**config.mk**
```make
export PLATFORM = sky130hd
export DESIGN_NAME = lsu
export DESIGN_NICKNAME = d
export VERILOG_FILES = /design/src/hw/mem_subsys_pkg.sv /design/src/hw/lsu.sv
export VERILOG_INCLUDE_DIRS = /design/src /design/src/include
export SDC_FILE = /design/constraint.sdc
export NUM_CORES = 1
export LEC_CHECK = 0
export ABC_CLOCK_PERIOD_IN_PS = 5900
export BUFFER_PORTS_ARGS = -buffer_cell sky130_fd_sc_hd__buf_4
export CAP_MARGIN = 20
export CORE_ASPECT_RATIO = 0.6
export CORE_MARGIN = 2
export CORE_UTILIZATION = 49
export CTS_BUF_LIST = sky130_fd_sc_hd__clkbuf_4
export CTS_CLUSTER_DIAMETER = 50
export DETAILED_ROUTE_END_ITERATION = 16
export PLACE_DENSITY = 0.8
export SETUP_SLACK_MARGIN = 0.05
export SYNTH_ARGS = -nofsm -noshare
export SYNTH_HDL_FRONTEND = slang
export SYNTH_SLANG_ARGS = --single-unit
```
**constraint.sdc**
```tcl
create_clock -name clk -period 5.9 [get_ports clk]
set_clock_uncertainty 0.2 [all_clocks]
set_input_delay 1.18 -clock clk [delete_from_list [all_inputs] [get_ports clk]]
set_output_delay 1.18 -clock clk [all_outputs]
set_load 0.01 [all_outputs]
```
**src/include/mem_subsys_config.svh**
```systemverilog
`ifndef MEM_SUBSYS_CONFIG_SVH
`define MEM_SUBSYS_CONFIG_SVH

// address map
`define MS_RAM_BASE       32'h8000_0000
`define MS_CLINT_BASE     32'ha000_0048

// scratch ram depth in 32-bit words
`define MS_RAM_WORDS      256

// byte offsets of the mtime halves inside the clint window
`define MS_CLINT_MTIME_LO 0
`define MS_CLINT_MTIME_HI 4

`endif

```
**src/hw/mem_subsys_pkg.sv**
```systemverilog
`default_nettype none

`include "mem_subsys_config.svh"

package mem_subsys_pkg;

    localparam int NUM_MASTERS = 2;
    localparam int RAM_IDX_W = $clog2(`MS_RAM_WORDS);

    typedef enum logic [1:0] {
        SIZE_BYTE = 2'd0,
        SIZE_HALF = 2'd1,
        SIZE_WORD = 2'd2
    } access_size_e;

    // ram view of an address
    typedef struct packed {
        logic [31-RAM_IDX_W-2:0] region;
        logic [RAM_IDX_W-1:0]    index;
        logic [1:0]              offset;
    } ram_addr_t;

    // clint view, one select bit picks the mtime half
    typedef struct packed {
        logic [28:0] region;
        logic        sel;
        logic [1:0]  offset;
    } clint_addr_t;

    typedef union packed {
        logic [31:0] word;
        ram_addr_t   ram;
        clint_addr_t clint;
    } bus_addr_u;

    typedef struct packed {
        bus_addr_u    addr;
        logic         we;
        logic [31:0]  wdata;
        logic [3:0]   wstrb;
        access_size_e size;
    } bus_req_t;

    typedef struct packed {
        logic [31:0] rdata;
        logic        err;
    } bus_resp_t;

endpackage

`default_nettype wire

```
**src/hw/lsu.sv**
```systemverilog
`timescale 1ns/1ps
`default_nettype none

module lsu (
    input  wire logic                         clk,
    input  wire logic                         rst_n,
    input  wire logic                         lsu_req,
    input  wire logic                         lsu_we,
    input  wire logic                         lsu_sign,
    input  wire mem_subsys_pkg::access_size_e lsu_size,
    input  wire logic [31:0]                  lsu_addr,
    input  wire logic [31:0]                  lsu_wdata,
    output logic [31:0]                       lsu_rdata,
    output logic                              lsu_done,
    output logic                              lsu_err,
    output logic                              lsu_busy,
    output logic                              req_valid,
    input  wire logic                         req_ready,
    output mem_subsys_pkg::bus_req_t          req,
    input  wire logic                         resp_valid,
    input  wire mem_subsys_pkg::bus_resp_t    resp
);
    import mem_subsys_pkg::*;

    typedef enum logic [1:0] {
        ST_IDLE,
        ST_REQ,
        ST_WAIT
    } state_e;

    state_e      state;
    bus_req_t    req_q;
    logic        sign_q;
    logic [3:0]  strb;
    logic [31:0] shifted;
    logic [31:0] ext;

    // byte lanes touched by the access
    always_comb begin
        case (lsu_size)
            SIZE_BYTE: strb = 4'b0001 << lsu_addr[1:0];
            SIZE_HALF: strb = lsu_addr[1] ? 4'b1100 : 4'b0011;
            SIZE_WORD: strb = 4'b1111;
            default:   strb = 4'b0000;
        endcase
    end

    // move the addressed lanes down to bit 0, then extend
    always_comb begin
        shifted = resp.rdata >> {req_q.addr.word[1:0], 3'b000};
        case (req_q.size)
            SIZE_BYTE: ext = {{24{shifted[7] & sign_q}}, shifted[7:0]};
            SIZE_HALF: ext = {{16{shifted[15] & sign_q}}, shifted[15:0]};
            default:   ext = shifted;
        endcase
    end

    assign req_valid = (state == ST_REQ);
    assign lsu_busy  = (state != ST_IDLE);
    assign req       = req_q;

    always_ff @(posedge clk) begin
        if (!rst_n) begin
            state    <= ST_IDLE;
            lsu_done <= 1'b0;
            lsu_err  <= 1'b0;
        end else begin
            lsu_done <= 1'b0;
            case (state)
                ST_IDLE: begin
                    if (lsu_req) begin
                        state <= ST_REQ;
                    end
                end
                ST_REQ: begin
                    if (req_ready) begin
                        state <= ST_WAIT;
                    end
                end
                ST_WAIT: begin
                    if (resp_valid) begin
                        state    <= ST_IDLE;
                        lsu_done <= 1'b1;
                        lsu_err  <= resp.err;
                    end
                end
                default: state <= ST_IDLE;
            endcase
        end
    end

    always_ff @(posedge clk) begin
        if (state == ST_IDLE && lsu_req) begin
            req_q.addr.word <= lsu_addr;
            req_q.we        <= lsu_we;
            req_q.wdata     <= lsu_wdata << {lsu_addr[1:0], 3'b000};
            req_q.wstrb     <= strb;
            req_q.size      <= lsu_size;
            sign_q          <= lsu_sign;
        end
        if (state == ST_WAIT && resp_valid) begin
            lsu_rdata <= ext;
        end
    end

endmodule

`default_nettype wire

```
==> results.sh, run 1 <==
export IMPL_io_pins=213
export IMPL_fin_nets=633
export IMPL_fp_dieW_um=130
export IMPL_drt_wl_total_um=11600
export IMPL_worst_pin_slew_ns=0.729
export IMPL_tns_ns=0
export IMPL_cts_resized=0
export IMPL_period_share_pct=45.6
export IMPL_slew_violations=0
export IMPL_cp_start_kind="flip-flop"
export IMPL_status="finished, final reports clean"
export IMPL_post_cts_buffers=0
export IMPL_die_area_um2=10400
export IMPL_p_int_mw=1.17
export IMPL_place_hpwl_um=8600
export IMPL_p_clk_share_pct=24.5
export IMPL_syn_inst=321
export IMPL_pwr_share_comb_pct=17.3
export IMPL_cp_required_ns=4.52
export IMPL_drt_initial_drc_count=196
export IMPL_relSlewSlack_pct=51.4
export IMPL_final_common_cell="buf_4"
export IMPL_area_growth_syn_to_layout_pct=39.1
export IMPL_end_kind="output port"
export IMPL_worstHoldPathCells=2
export IMPL_grt_max_degree=59
export IMPL_vias=3404
export IMPL_max_vdd_ir_drop_uv=167
export IMPL_initial_core_util_pct=50.7
export IMPL_grt_ovfl_total=0
export IMPL_rsz0062_at_grt="no"
export IMPL_grt_pass1_wl_um=17200
export IMPL_p_per_area_nw_per_um2=240
export IMPL_path_class="flip-flop to output port"
export IMPL_hp_class="flip-flop to flip-flop"
export IMPL_wire_per_inst_um=17.6
export IMPL_syn_cell_area_um2=4680
export IMPL_rows=27
export IMPL_n_antenna_cell=0
export IMPL_leakagePower_nw=2.68
export IMPL_seqPwrFrac_pct=58.2
export IMPL_synth_seq_cells=108
export IMPL_path_max_fanout=5
export IMPL_place_congestion=0.902
export IMPL_final_cell_mix="215 x buf_4, 104 x edfxtp_1, 36 x mux2i_1"
export IMPL_syn_nets=427
export IMPL_antenna_found_initial=0
export IMPL_grtUsageTotal_pct=22.2
export IMPL_route_detailed_drc=0
export IMPL_core_area_um2=9220
export IMPL_ys_seq_area_share_pct=68.5
export IMPL_drive_gt1_share_pct=46.4
export IMPL_antenna_left=0
export IMPL_p_sw_uw=393
export IMPL_cts_tree="done"
export IMPL_place_area_um2=6330
export IMPL_grt_pass1_vias=3253
export IMPL_layout_min_cycle_time_ns=2.69
export IMPL_yosysUniqueCellTypes=34
export IMPL_die_y_um=79.7
export IMPL_cts_htree_levels=3
export IMPL_port_buffers=212
export IMPL_hold_viol=0
export IMPL_clockBufferDepth=2
export IMPL_yosys_warnings=0
export IMPL_syn_area_per_cell_um2=14.6
export IMPL_vias_per_cell=5.14
export IMPL_worstPathArrival_ns=1.31
export IMPL_cts_made_buffers=9
export IMPL_switching_share_pct=25.2
export IMPL_clk_pin_slew_ns=0.15
export IMPL_max_freq_mhz=371
export IMPL_cts_num_sinks=108
export IMPL_final_area_um2=6500
export IMPL_clk_latency_ns=0.45
export IMPL_finish_utilization_pct=70.5
export IMPL_maxCapViolCount=0
export IMPL_r2r_cells=4
export IMPL_setup_violations_final=0
export IMPL_cts_hold_buf=0
export IMPL_drtPass1Iterations=4
export IMPL_root_buffer="clkbuf_4"
[state kept, by name, summed over array words and instances (netlist names)]
name / count
lsu_done: 1
lsu_rdata: 32
sign_q: 1
state: 2
req: 71
lsu_err: 1
[power groups by stage]
stage / combinational, mW / sequential (mW) / clock (mW)
2_1_floorplan: 0.107 / 0.949 / 0
4_1_cts: 0.265 / 0.913 / 0.393
3_3_place_gp: 0.259 / 0.929 / 0
3_5_place_dp: 0.264 / 0.930 / 0
5_1_grt: 0.291 / 0.914 / 0.416
6_report: 0.270 / 0.910 / 0.383
[logic make-up (layout without fill, tap and decap cells)]
kind of cell | count (synthesis) | count (layout) | synth area share [%]
flip-flops | 108 | 108 | 68.5
AO/OA/AOI/OAI | 80 | 80 | 11.6
AND/OR/NAND/NOR | 71 | 71 | 8.43
multiplexers | 38 | 38 | 8.32
buffers and inverters | 23 | 234 | 2.94
XOR/XNOR | 1 | 1 | 0.187
[worst paths after layout]
kind	start	end	slack, ns
setup / recovery	state[1]$_SDFFE_PN0P_	lsu_busy	3.21
hold / removal	lsu_err$_SDFFE_PN0P_	lsu_err$_SDFFE_PN0P_	0.35
setup reg to reg	req[40]$_DFFE_PP_	lsu_rdata[19]$_DFFE_PP_	3.56
hold reg to reg	lsu_err$_SDFFE_PN0P_	lsu_err$_SDFFE_PN0P_	0.35
[critical path: stages, from the launching register on]
cell	delay, ns
dfxtp_1	0.37
or2_2	0.34
buf_4	0.16
[per-stage QoR]
stage          setup slack [ns]  power, mW  hold WS, ns  cells
6_report                   3.21       1.56        0.348    662
4_1_cts                    2.66       1.57        0.351    661
5_1_grt                    3.14       1.62        0.403    662
3_3_place_gp               2.96       1.19        0.309    645
3_5_place_dp               2.89       1.19        0.326    645
2_1_floorplan             0.982       1.06        0.328    321
[layout make-up]
class                   instances  area [um^2]
clock buffers                  10         75.1
clock inverters                 6         71.3
fillers                       683         2720
inverters                       2         7.51
multi-input cells             190         1340
flip-flops and latches        108         3200
well taps                     130          163
repair buffers                216         1640
[routing by layer]
layer	GRT usage, %	vias up	part of all wire [%]
li1	-	1631	-
met3	7.91	14	9.4
met5	0	-	0
met2	35.1	149	46
met1	29.0	1610	43
met4	6.77	0	1.5
[cell usage after synthesis, drive strengths merged]
library cell	n	area share, %
o221ai	2	0.88
o21a	1	0.16
a22oi	1	0.16
buf	15	2.3
nand3b	1	0.16
a21oi	27	2.9
o22ai	8	1.3
o2bb2ai	8	1.5
a211oi	15	2.4
o21ai	11	1.2
and2b	1	0.16
and3b	2	0.37
mux2i	37	8.0
and2	10	1.3
clkbuf	6	0.48
edfxtp	104	67
xor2	1	0.19
a21boi	7	1.1
nand2b	3	0.40
or2	9	1.2
dfxtp	4	1.7
inv	2	0.16
nand2	10	0.80
nor2	14	1.2
mux2	1	0.32
nor2b	21	2.8
Power figures use the tool's default switching activity.
==> run 2, diff against run 1 <==
--- a/config.mk
+++ b/config.mk
@@ -6,16 +6,17 @@
 export SDC_FILE = /design/constraint.sdc
 export NUM_CORES = 1
 export LEC_CHECK = 0
-export ABC_CLOCK_PERIOD_IN_PS = 5900
+export ABC_AREA = 1
+export ABC_CLOCK_PERIOD_IN_PS = 2400
 export BUFFER_PORTS_ARGS = -buffer_cell sky130_fd_sc_hd__buf_4
 export CAP_MARGIN = 20
 export CORE_ASPECT_RATIO = 0.6
 export CORE_MARGIN = 2
-export CORE_UTILIZATION = 49
+export CORE_UTILIZATION = 44
 export CTS_BUF_LIST = sky130_fd_sc_hd__clkbuf_4
 export CTS_CLUSTER_DIAMETER = 50
 export DETAILED_ROUTE_END_ITERATION = 16
-export PLACE_DENSITY = 0.8
+export PLACE_DENSITY = 0.75
 export SETUP_SLACK_MARGIN = 0.05
 export SYNTH_ARGS = -nofsm -noshare
 export SYNTH_HDL_FRONTEND = slang
==> constraint.sdc (replaced) <==
create_clock -name clk -period 2.4 [get_ports clk]
set_clock_uncertainty 0.2 [all_clocks]
set_input_delay 0.48 -clock clk [delete_from_list [all_inputs] [get_ports clk]]
set_output_delay 0.48 -clock clk [all_outputs]
set_load 0.01 [all_outputs]
==> run 2 against run 1 <==
Effect of this change: sequential share of layout area fell by 3.1 points; first-iteration DRC count rose by 70%; cell count rose by 21%; power rose by 140%; die area rose by 13%.
==> results.sh, run 2 <==
export IMPL_pwr_share_comb_pct=19.3
export IMPL_clk_pin_slew_ns=0.16
export IMPL_rows=29
export IMPL_syn_nets=518
export IMPL_grt_ovfl_total=0
export IMPL_drt_wl_total_um=13600
export IMPL_core_area_um2=10600
export IMPL_grtUsageTotal_pct=22.8
export IMPL_port_buffers=212
export IMPL_synth_common_cells="104 x edfxtp_1, 92 x nand2_1, 41 x inv_1"
export IMPL_fp_dieW_um=139
export IMPL_grt_pass1_vias=4005
export IMPL_worst_pin_slew_ns=0.660
export IMPL_n_antenna_cell=0
export IMPL_synth_edf_count=104
export IMPL_instances_no_fill=800
export IMPL_max_vdd_ir_drop_uv=312
export IMPL_drtPass1Iterations=5
export IMPL_cts_htree_levels=3
export IMPL_cts_made_buffers=9
export IMPL_syn_cell_area_um2=4790
export IMPL_path_max_fanout=38
export IMPL_yosysUniqueCellTypes=28
export IMPL_path_common_cell="buf_4"
export IMPL_syn_area_per_cell_um2=11.6
export IMPL_initial_core_util_pct=45.2
export IMPL_critical_path_cell_chain="buf_4 > buf_4"
export IMPL_largest_reg_flops=71
export IMPL_dp_cells=749
export IMPL_end_kind="output port"
export IMPL_wire_per_inst_um=17.0
export IMPL_vias=4087
export IMPL_synth_top_area_cell="edfxtp_1"
export IMPL_root_buffer="clkbuf_4"
export IMPL_slew_violations=0
export IMPL_cts_num_sinks=108
export IMPL_synthArstFlopShare_pct=0
export IMPL_synth_area_top_cells="edfxtp_1 65%, nand2_1 7.2%, o211ai_1 3.5%"
export IMPL_hp_class="input pin to flip-flop"
export IMPL_io_pins=213
export IMPL_die_area_um2=11800
export IMPL_max_freq_mhz=490
export IMPL_cts_resized=0
export IMPL_fin_nets=762
export IMPL_grt_pass1_wl_um=20700
export IMPL_cts_tree="done"
export IMPL_rsz0062_at_grt="no"
export IMPL_seqPwrFrac_pct=58.7
export IMPL_period_share_pct=85.0
export IMPL_relSlewSlack_pct=55.8
export IMPL_p_sw_mw=1.02
export IMPL_antenna_found_initial=0
export IMPL_leakagePower_nw=3.13
export IMPL_drt_initial_drc_count=333
export IMPL_worstPathArrival_ns=1.36
export IMPL_clk_latency_ns=0.45
export IMPL_grt_max_degree=42
export IMPL_tns_ns=0
export IMPL_max_stage_delay_ns=0.39
export IMPL_place_congestion=0.918
export IMPL_layout_min_cycle_time_ns=2.04
export IMPL_yosys_warnings=0
export IMPL_cp_required_ns=1.72
export IMPL_maxCapViolCount=0
export IMPL_vias_per_cell=5.11
export IMPL_p_clk_share_pct=22.0
export IMPL_slowest_stage="edfxtp_1"
export IMPL_synth_flop_cell="edfxtp_1"
export IMPL_synth_seq_cells=108
export IMPL_switching_share_pct=26.7
export IMPL_cp_start_kind="flip-flop"
export IMPL_path_class="flip-flop to output port"
export IMPL_ys_seq_area_share_pct=66.9
export IMPL_setup_violations_final=0
export IMPL_p_int_mw=2.79
export IMPL_final_cell_mix="219 x buf_4, 104 x edfxtp_1, 92 x nand2_1"
export IMPL_clockBufferDepth=2
export IMPL_synth_most_common_cell="edfxtp_1"
export IMPL_synth_top_area_share_pct=65.3
export IMPL_route_detailed_drc=0
export IMPL_drive_gt1_share_pct=40.4
export IMPL_final_common_cell="buf_4"
export IMPL_hold_worst_slack_ns=0.0699
export IMPL_area_growth_syn_to_layout_pct=45.1
export IMPL_status="finished, final reports clean"
export IMPL_die_y_um=84.8
export IMPL_p_per_area_nw_per_um2=548
export IMPL_antenna_left=0
export IMPL_place_hpwl_um=10100
export IMPL_hold_viol=0
export IMPL_syn_inst=412
[run 2: logic make-up (layout without fill, tap and decap cells)]
logic type             after synthesis  in the layout  share of synthesized area, %
AOI/OAI and AO/OA                   66             66                          9.07
buffers and inverters               67            316                          6.77
DFF                                108            108                          66.9
and+or+nand+nor                    171            171                          17.2
[run 2: routing by layer]
layer | share of wire (%) | routed length, um | GRT usage (%) | vias to the layer above
li1 | - | - | - | 1932
met1 | 43 | 5890 | 31.1 | 1927
met2 | 47 | 6330 | 35.0 | 206
met3 | 8.4 | 1140 | 7.70 | 22
met4 | 1.5 | 203 | 6.98 | 0
met5 | 0 | 0 | 0 | -
[run 2: critical path, delay by kind of cell, from the launching register on]
kind     cells  cell delay (ns)
buf+inv      2             0.52
flops        1             0.39
[run 2: path summary, 6_finish.rpt]
path,start,to,slack (ns),cells after the start
max,req[39]$_DFFE_PP_,req[39],0.36,2
max reg2reg,state[1]$_SDFFE_PN0P_,req[39]$_DFFE_PP_,0.64,4
min,resp[0],lsu_err$_SDFFE_PN0P_,0.07,3
min reg2reg,lsu_err$_SDFFE_PN0P_,lsu_err$_SDFFE_PN0P_,0.30,2
[run 2: cell type report]
class | instances | area (um^2)
tap | 139 | 174
clock inverter | 6 | 46.3
fill | 835 | 3650
sequential | 108 | 3200
inverter | 46 | 184
multi-input combinational | 237 | 1260
clock buffer | 10 | 75.1
timing repair buffer | 254 | 2000
[run 2: power groups by stage]
stage / logic, mW / registers, mW / clock network (mW)
6_report: 0.734 / 2.23 / 0.839
5_1_grt: 0.798 / 2.24 / 0.933
4_1_cts: 0.733 / 2.24 / 0.866
3_5_place_dp: 0.682 / 2.28 / 0
3_3_place_gp: 0.665 / 2.28 / 0
2_1_floorplan: 0.273 / 2.33 / 0
[run 2: repair_timing]
action,CTS,global route
hold endpoints to repair,34,0
setup endpoints to repair,1,0
buffers inserted,1,0
hold buffers,34,0
[run 2: metrics by stage]
step | util (%) | cell area, um^2 | power, mW | setup slack, ns
after floorplan | - | 4790 | 2.60 | 0.176
after global placement | 61.1 | 6480 | 2.94 | 0.544
after detailed placement | 61.1 | 6480 | 2.96 | 0.500
after CTS | 65.6 | 6950 | 3.83 | 0.334
after global routing | 65.6 | 6950 | 3.98 | 0.245
final | 65.6 | 6950 | 3.81 | 0.359
==> run 3, diff against run 2 <==
--- a/config.mk
+++ b/config.mk
@@ -6,7 +6,6 @@
 export SDC_FILE = /design/constraint.sdc
 export NUM_CORES = 1
 export LEC_CHECK = 0
-export ABC_AREA = 1
 export ABC_CLOCK_PERIOD_IN_PS = 2400
 export BUFFER_PORTS_ARGS = -buffer_cell sky130_fd_sc_hd__buf_4
 export CAP_MARGIN = 20
@@ -16,7 +15,7 @@
 export CTS_BUF_LIST = sky130_fd_sc_hd__clkbuf_4
 export CTS_CLUSTER_DIAMETER = 50
 export DETAILED_ROUTE_END_ITERATION = 16
-export PLACE_DENSITY = 0.75
+export PLACE_DENSITY = 0.76
 export SETUP_SLACK_MARGIN = 0.05
 export SYNTH_ARGS = -nofsm -noshare
 export SYNTH_HDL_FRONTEND = slang
==> run 3 against run 2 <==
Effect of this change: utilization about the same; power about the same; sequential power about the same; highest routed layer unchanged; flip-flop and latch count unchanged; first-iteration DRC count decreased by 38%; count of clock-buffer cells in the layout unchanged; worst setup slack got worse by 0.060 ns; maximum frequency decreased by 2.9%; largest power group unchanged; combinational power decreased by 2%; sequential share of layout area increased by 0.61 points; die area decreased by 2.2%.
==> results.sh, run 3 (synthesis results as in run 1) <==
export IMPL_status="finished, final reports clean"
export IMPL_hp_class="input pin to flip-flop"
export IMPL_relSlewSlack_pct=52.0
export IMPL_hold_viol=0
export IMPL_initial_core_util_pct=44.8
export IMPL_grt_max_degree=73
export IMPL_slew_violations=0
export IMPL_port_buffers=212
export IMPL_area_growth_syn_to_layout_pct=46.5
export IMPL_crit_path_end="lsu_rdata[19]$_DFFE_PP_"
export IMPL_setup_violations_final=0
export IMPL_cts_num_sinks=108
export IMPL_largest_reg_flops=71
export IMPL_clockBufferDepth=2
export IMPL_critical_path_cell_chain="mux2i_2 > and2_1 > o22ai_1"
export IMPL_worstPathArrival_ns=2.10
export IMPL_final_common_cell="buf_4"
export IMPL_end_kind="flip-flop"
export IMPL_die_area_um2=11500
export IMPL_max_freq_mhz=476
export IMPL_worst_path_buf_inv=0
export IMPL_regToRegStartpoint="req[40]$_DFFE_PP_"
export IMPL_grtUsageTotal_pct=21.9
export IMPL_layout_min_cycle_time_ns=2.10
export IMPL_hold_worst_slack_ns=0.0412
export IMPL_leakagePower_nw=2.82
export IMPL_crit_cells=3
export IMPL_r2r_setup_slack_ns=0.30
export IMPL_root_buffer="clkbuf_4"
export IMPL_tns_ns=0
export IMPL_route_detailed_drc=0
export IMPL_place_hpwl_um=8890
export IMPL_rsz0062_at_grt="no"
export IMPL_cp_start_kind="flip-flop"
export IMPL_drt_wl_total_um=12400
export IMPL_fin_nets=670
export IMPL_cts_tree="done"
export IMPL_cp_top_family="simple AND/OR/NAND/NOR gates"
export IMPL_period_share_pct=87.5
export IMPL_drtPass1Iterations=4
export IMPL_max_vdd_ir_drop_uv=265
export IMPL_maxCapViolCount=0
export IMPL_cts_htree_levels=3
export IMPL_wire_per_inst_um=17.5
export IMPL_antenna_left=0
export IMPL_r2r_cells=3
export IMPL_drt_initial_drc_count=206
export IMPL_path_class="flip-flop to flip-flop"
export IMPL_regArea_um2=3200
export IMPL_slowest_stage="and2_1"
export IMPL_max_stage_delay_ns=0.59
export IMPL_fill_cells=768
export IMPL_path_max_fanout=16
export IMPL_cp_required_ns=2.40
export IMPL_vias=3577
export IMPL_vias_per_cell=5.05
export IMPL_cp_startpoint="req[40]$_DFFE_PP_"
export IMPL_io_pins=213
export IMPL_clk_latency_ns=0.44
export IMPL_cts_made_buffers=9
export IMPL_grt_pass1_wl_um=18900
export IMPL_place_congestion=0.913
export IMPL_grt_pass1_vias=3485
export IMPL_final_cell_mix="220 x buf_4, 104 x edfxtp_1, 36 x mux2i_1"
export IMPL_rows=29
export IMPL_drive_gt1_share_pct=44.3
export IMPL_clk_pin_slew_ns=0.16
export IMPL_antenna_found_initial=0
export IMPL_n_antenna_cell=0
export IMPL_die_y_um=83.9
export IMPL_grt_ovfl_total=0
export IMPL_p_per_area_nw_per_um2=556
export IMPL_worst_pin_slew_ns=0.718
export IMPL_r2r_end="lsu_rdata[19]$_DFFE_PP_"
export IMPL_core_area_um2=10500
export IMPL_fp_dieW_um=137
export IMPL_multiInputGateArea_um2=1350
run 3: cell count changes in the layout (fill, tap and decap cells not counted), moves of 15 or more:
cell and delta:
inv_1 -38, mux2i_1 +36, nand2_1 -82, nand3_2 -16, nor2_1 -20, a21oi_1 +18, a211oi_1 +15, nand3_1 -21
o211ai_1 -22, nor2b_1 +21
run 3: what timing repair did:
action / in CTS / in global routing
endpoints found under the hold margin: 32 / 0
gates resized for setup: 0 / 0
hold buffers: 32 / 0
buffers inserted: 0 / 0
run 3: final cells by class:
class / instances / area share [%]
inverter: 2 / 0.110
clock buffer: 10 / 1.10
timing repair buffer: 253 / 29.1
clock inverter: 6 / 0.821
sequential: 108 / 46.7
multi-input combinational: 190 / 19.6
tap: 139 / 2.54
run 3: worst reg2reg max path: stages, from the launching register on:
cell and delay, ns:
edfxtp_1 0.53, mux2i_2 0.35, and2_1 0.59, o22ai_1 0.19
run 3: how the worst min path moves through the flow:
stage                          startpoint                     to  slack [ns]  cells after the start
global route                        rst_n    lsu_done$_SDFF_PN0_        0.02                      2
global placement     lsu_err$_SDFFE_PN0P_   lsu_err$_SDFFE_PN0P_        0.30                      2
detailed placement   lsu_err$_SDFFE_PN0P_   lsu_err$_SDFFE_PN0P_        0.33                      2
floorplan           state[1]$_SDFFE_PN0P_  state[0]$_SDFFE_PN0P_        0.33                      1
CTS                                 rst_n    lsu_done$_SDFF_PN0_       0.005                      2
finish                              rst_n    lsu_done$_SDFF_PN0_        0.04                      2
run 3: per-stage QoR:
stage / instances / setup slack [ns] / area (um^2) / power, mW / utilization, %
floorplan: 321 / 0.107 / 4690 / 2.59 / -
global placement: 660 / 0.371 / 6400 / 2.93 / 61.3
detailed placement: 660 / 0.312 / 6400 / 2.95 / 61.3
CTS: 708 / 0.297 / 6850 / 3.84 / 65.6
global route: 708 / 0.200 / 6850 / 3.98 / 65.6
finish: 708 / 0.299 / 6850 / 3.81 / 65.6
run 3: where the power goes:
| part | leakage [nW] | total [mW] | switching (mW) | internal [mW] |
|---|---|---|---|---|
| sequential | 1.02 | 2.24 | 0.0370 | 2.20 |
| combinational | 1.73 | 0.718 | 0.344 | 0.374 |
| clock | 0.0706 | 0.854 | 0.608 | 0.246 |
run 3: layer usage:
layer | share of wire, % | track usage, % | wire, um
met5 | 0 | 0 | 0
met4 | 0.85 | 4.59 | 106
met3 | 9.6 | 6.13 | 1190
met2 | 47 | 33.9 | 5870
met1 | 42 | 31.0 | 5260
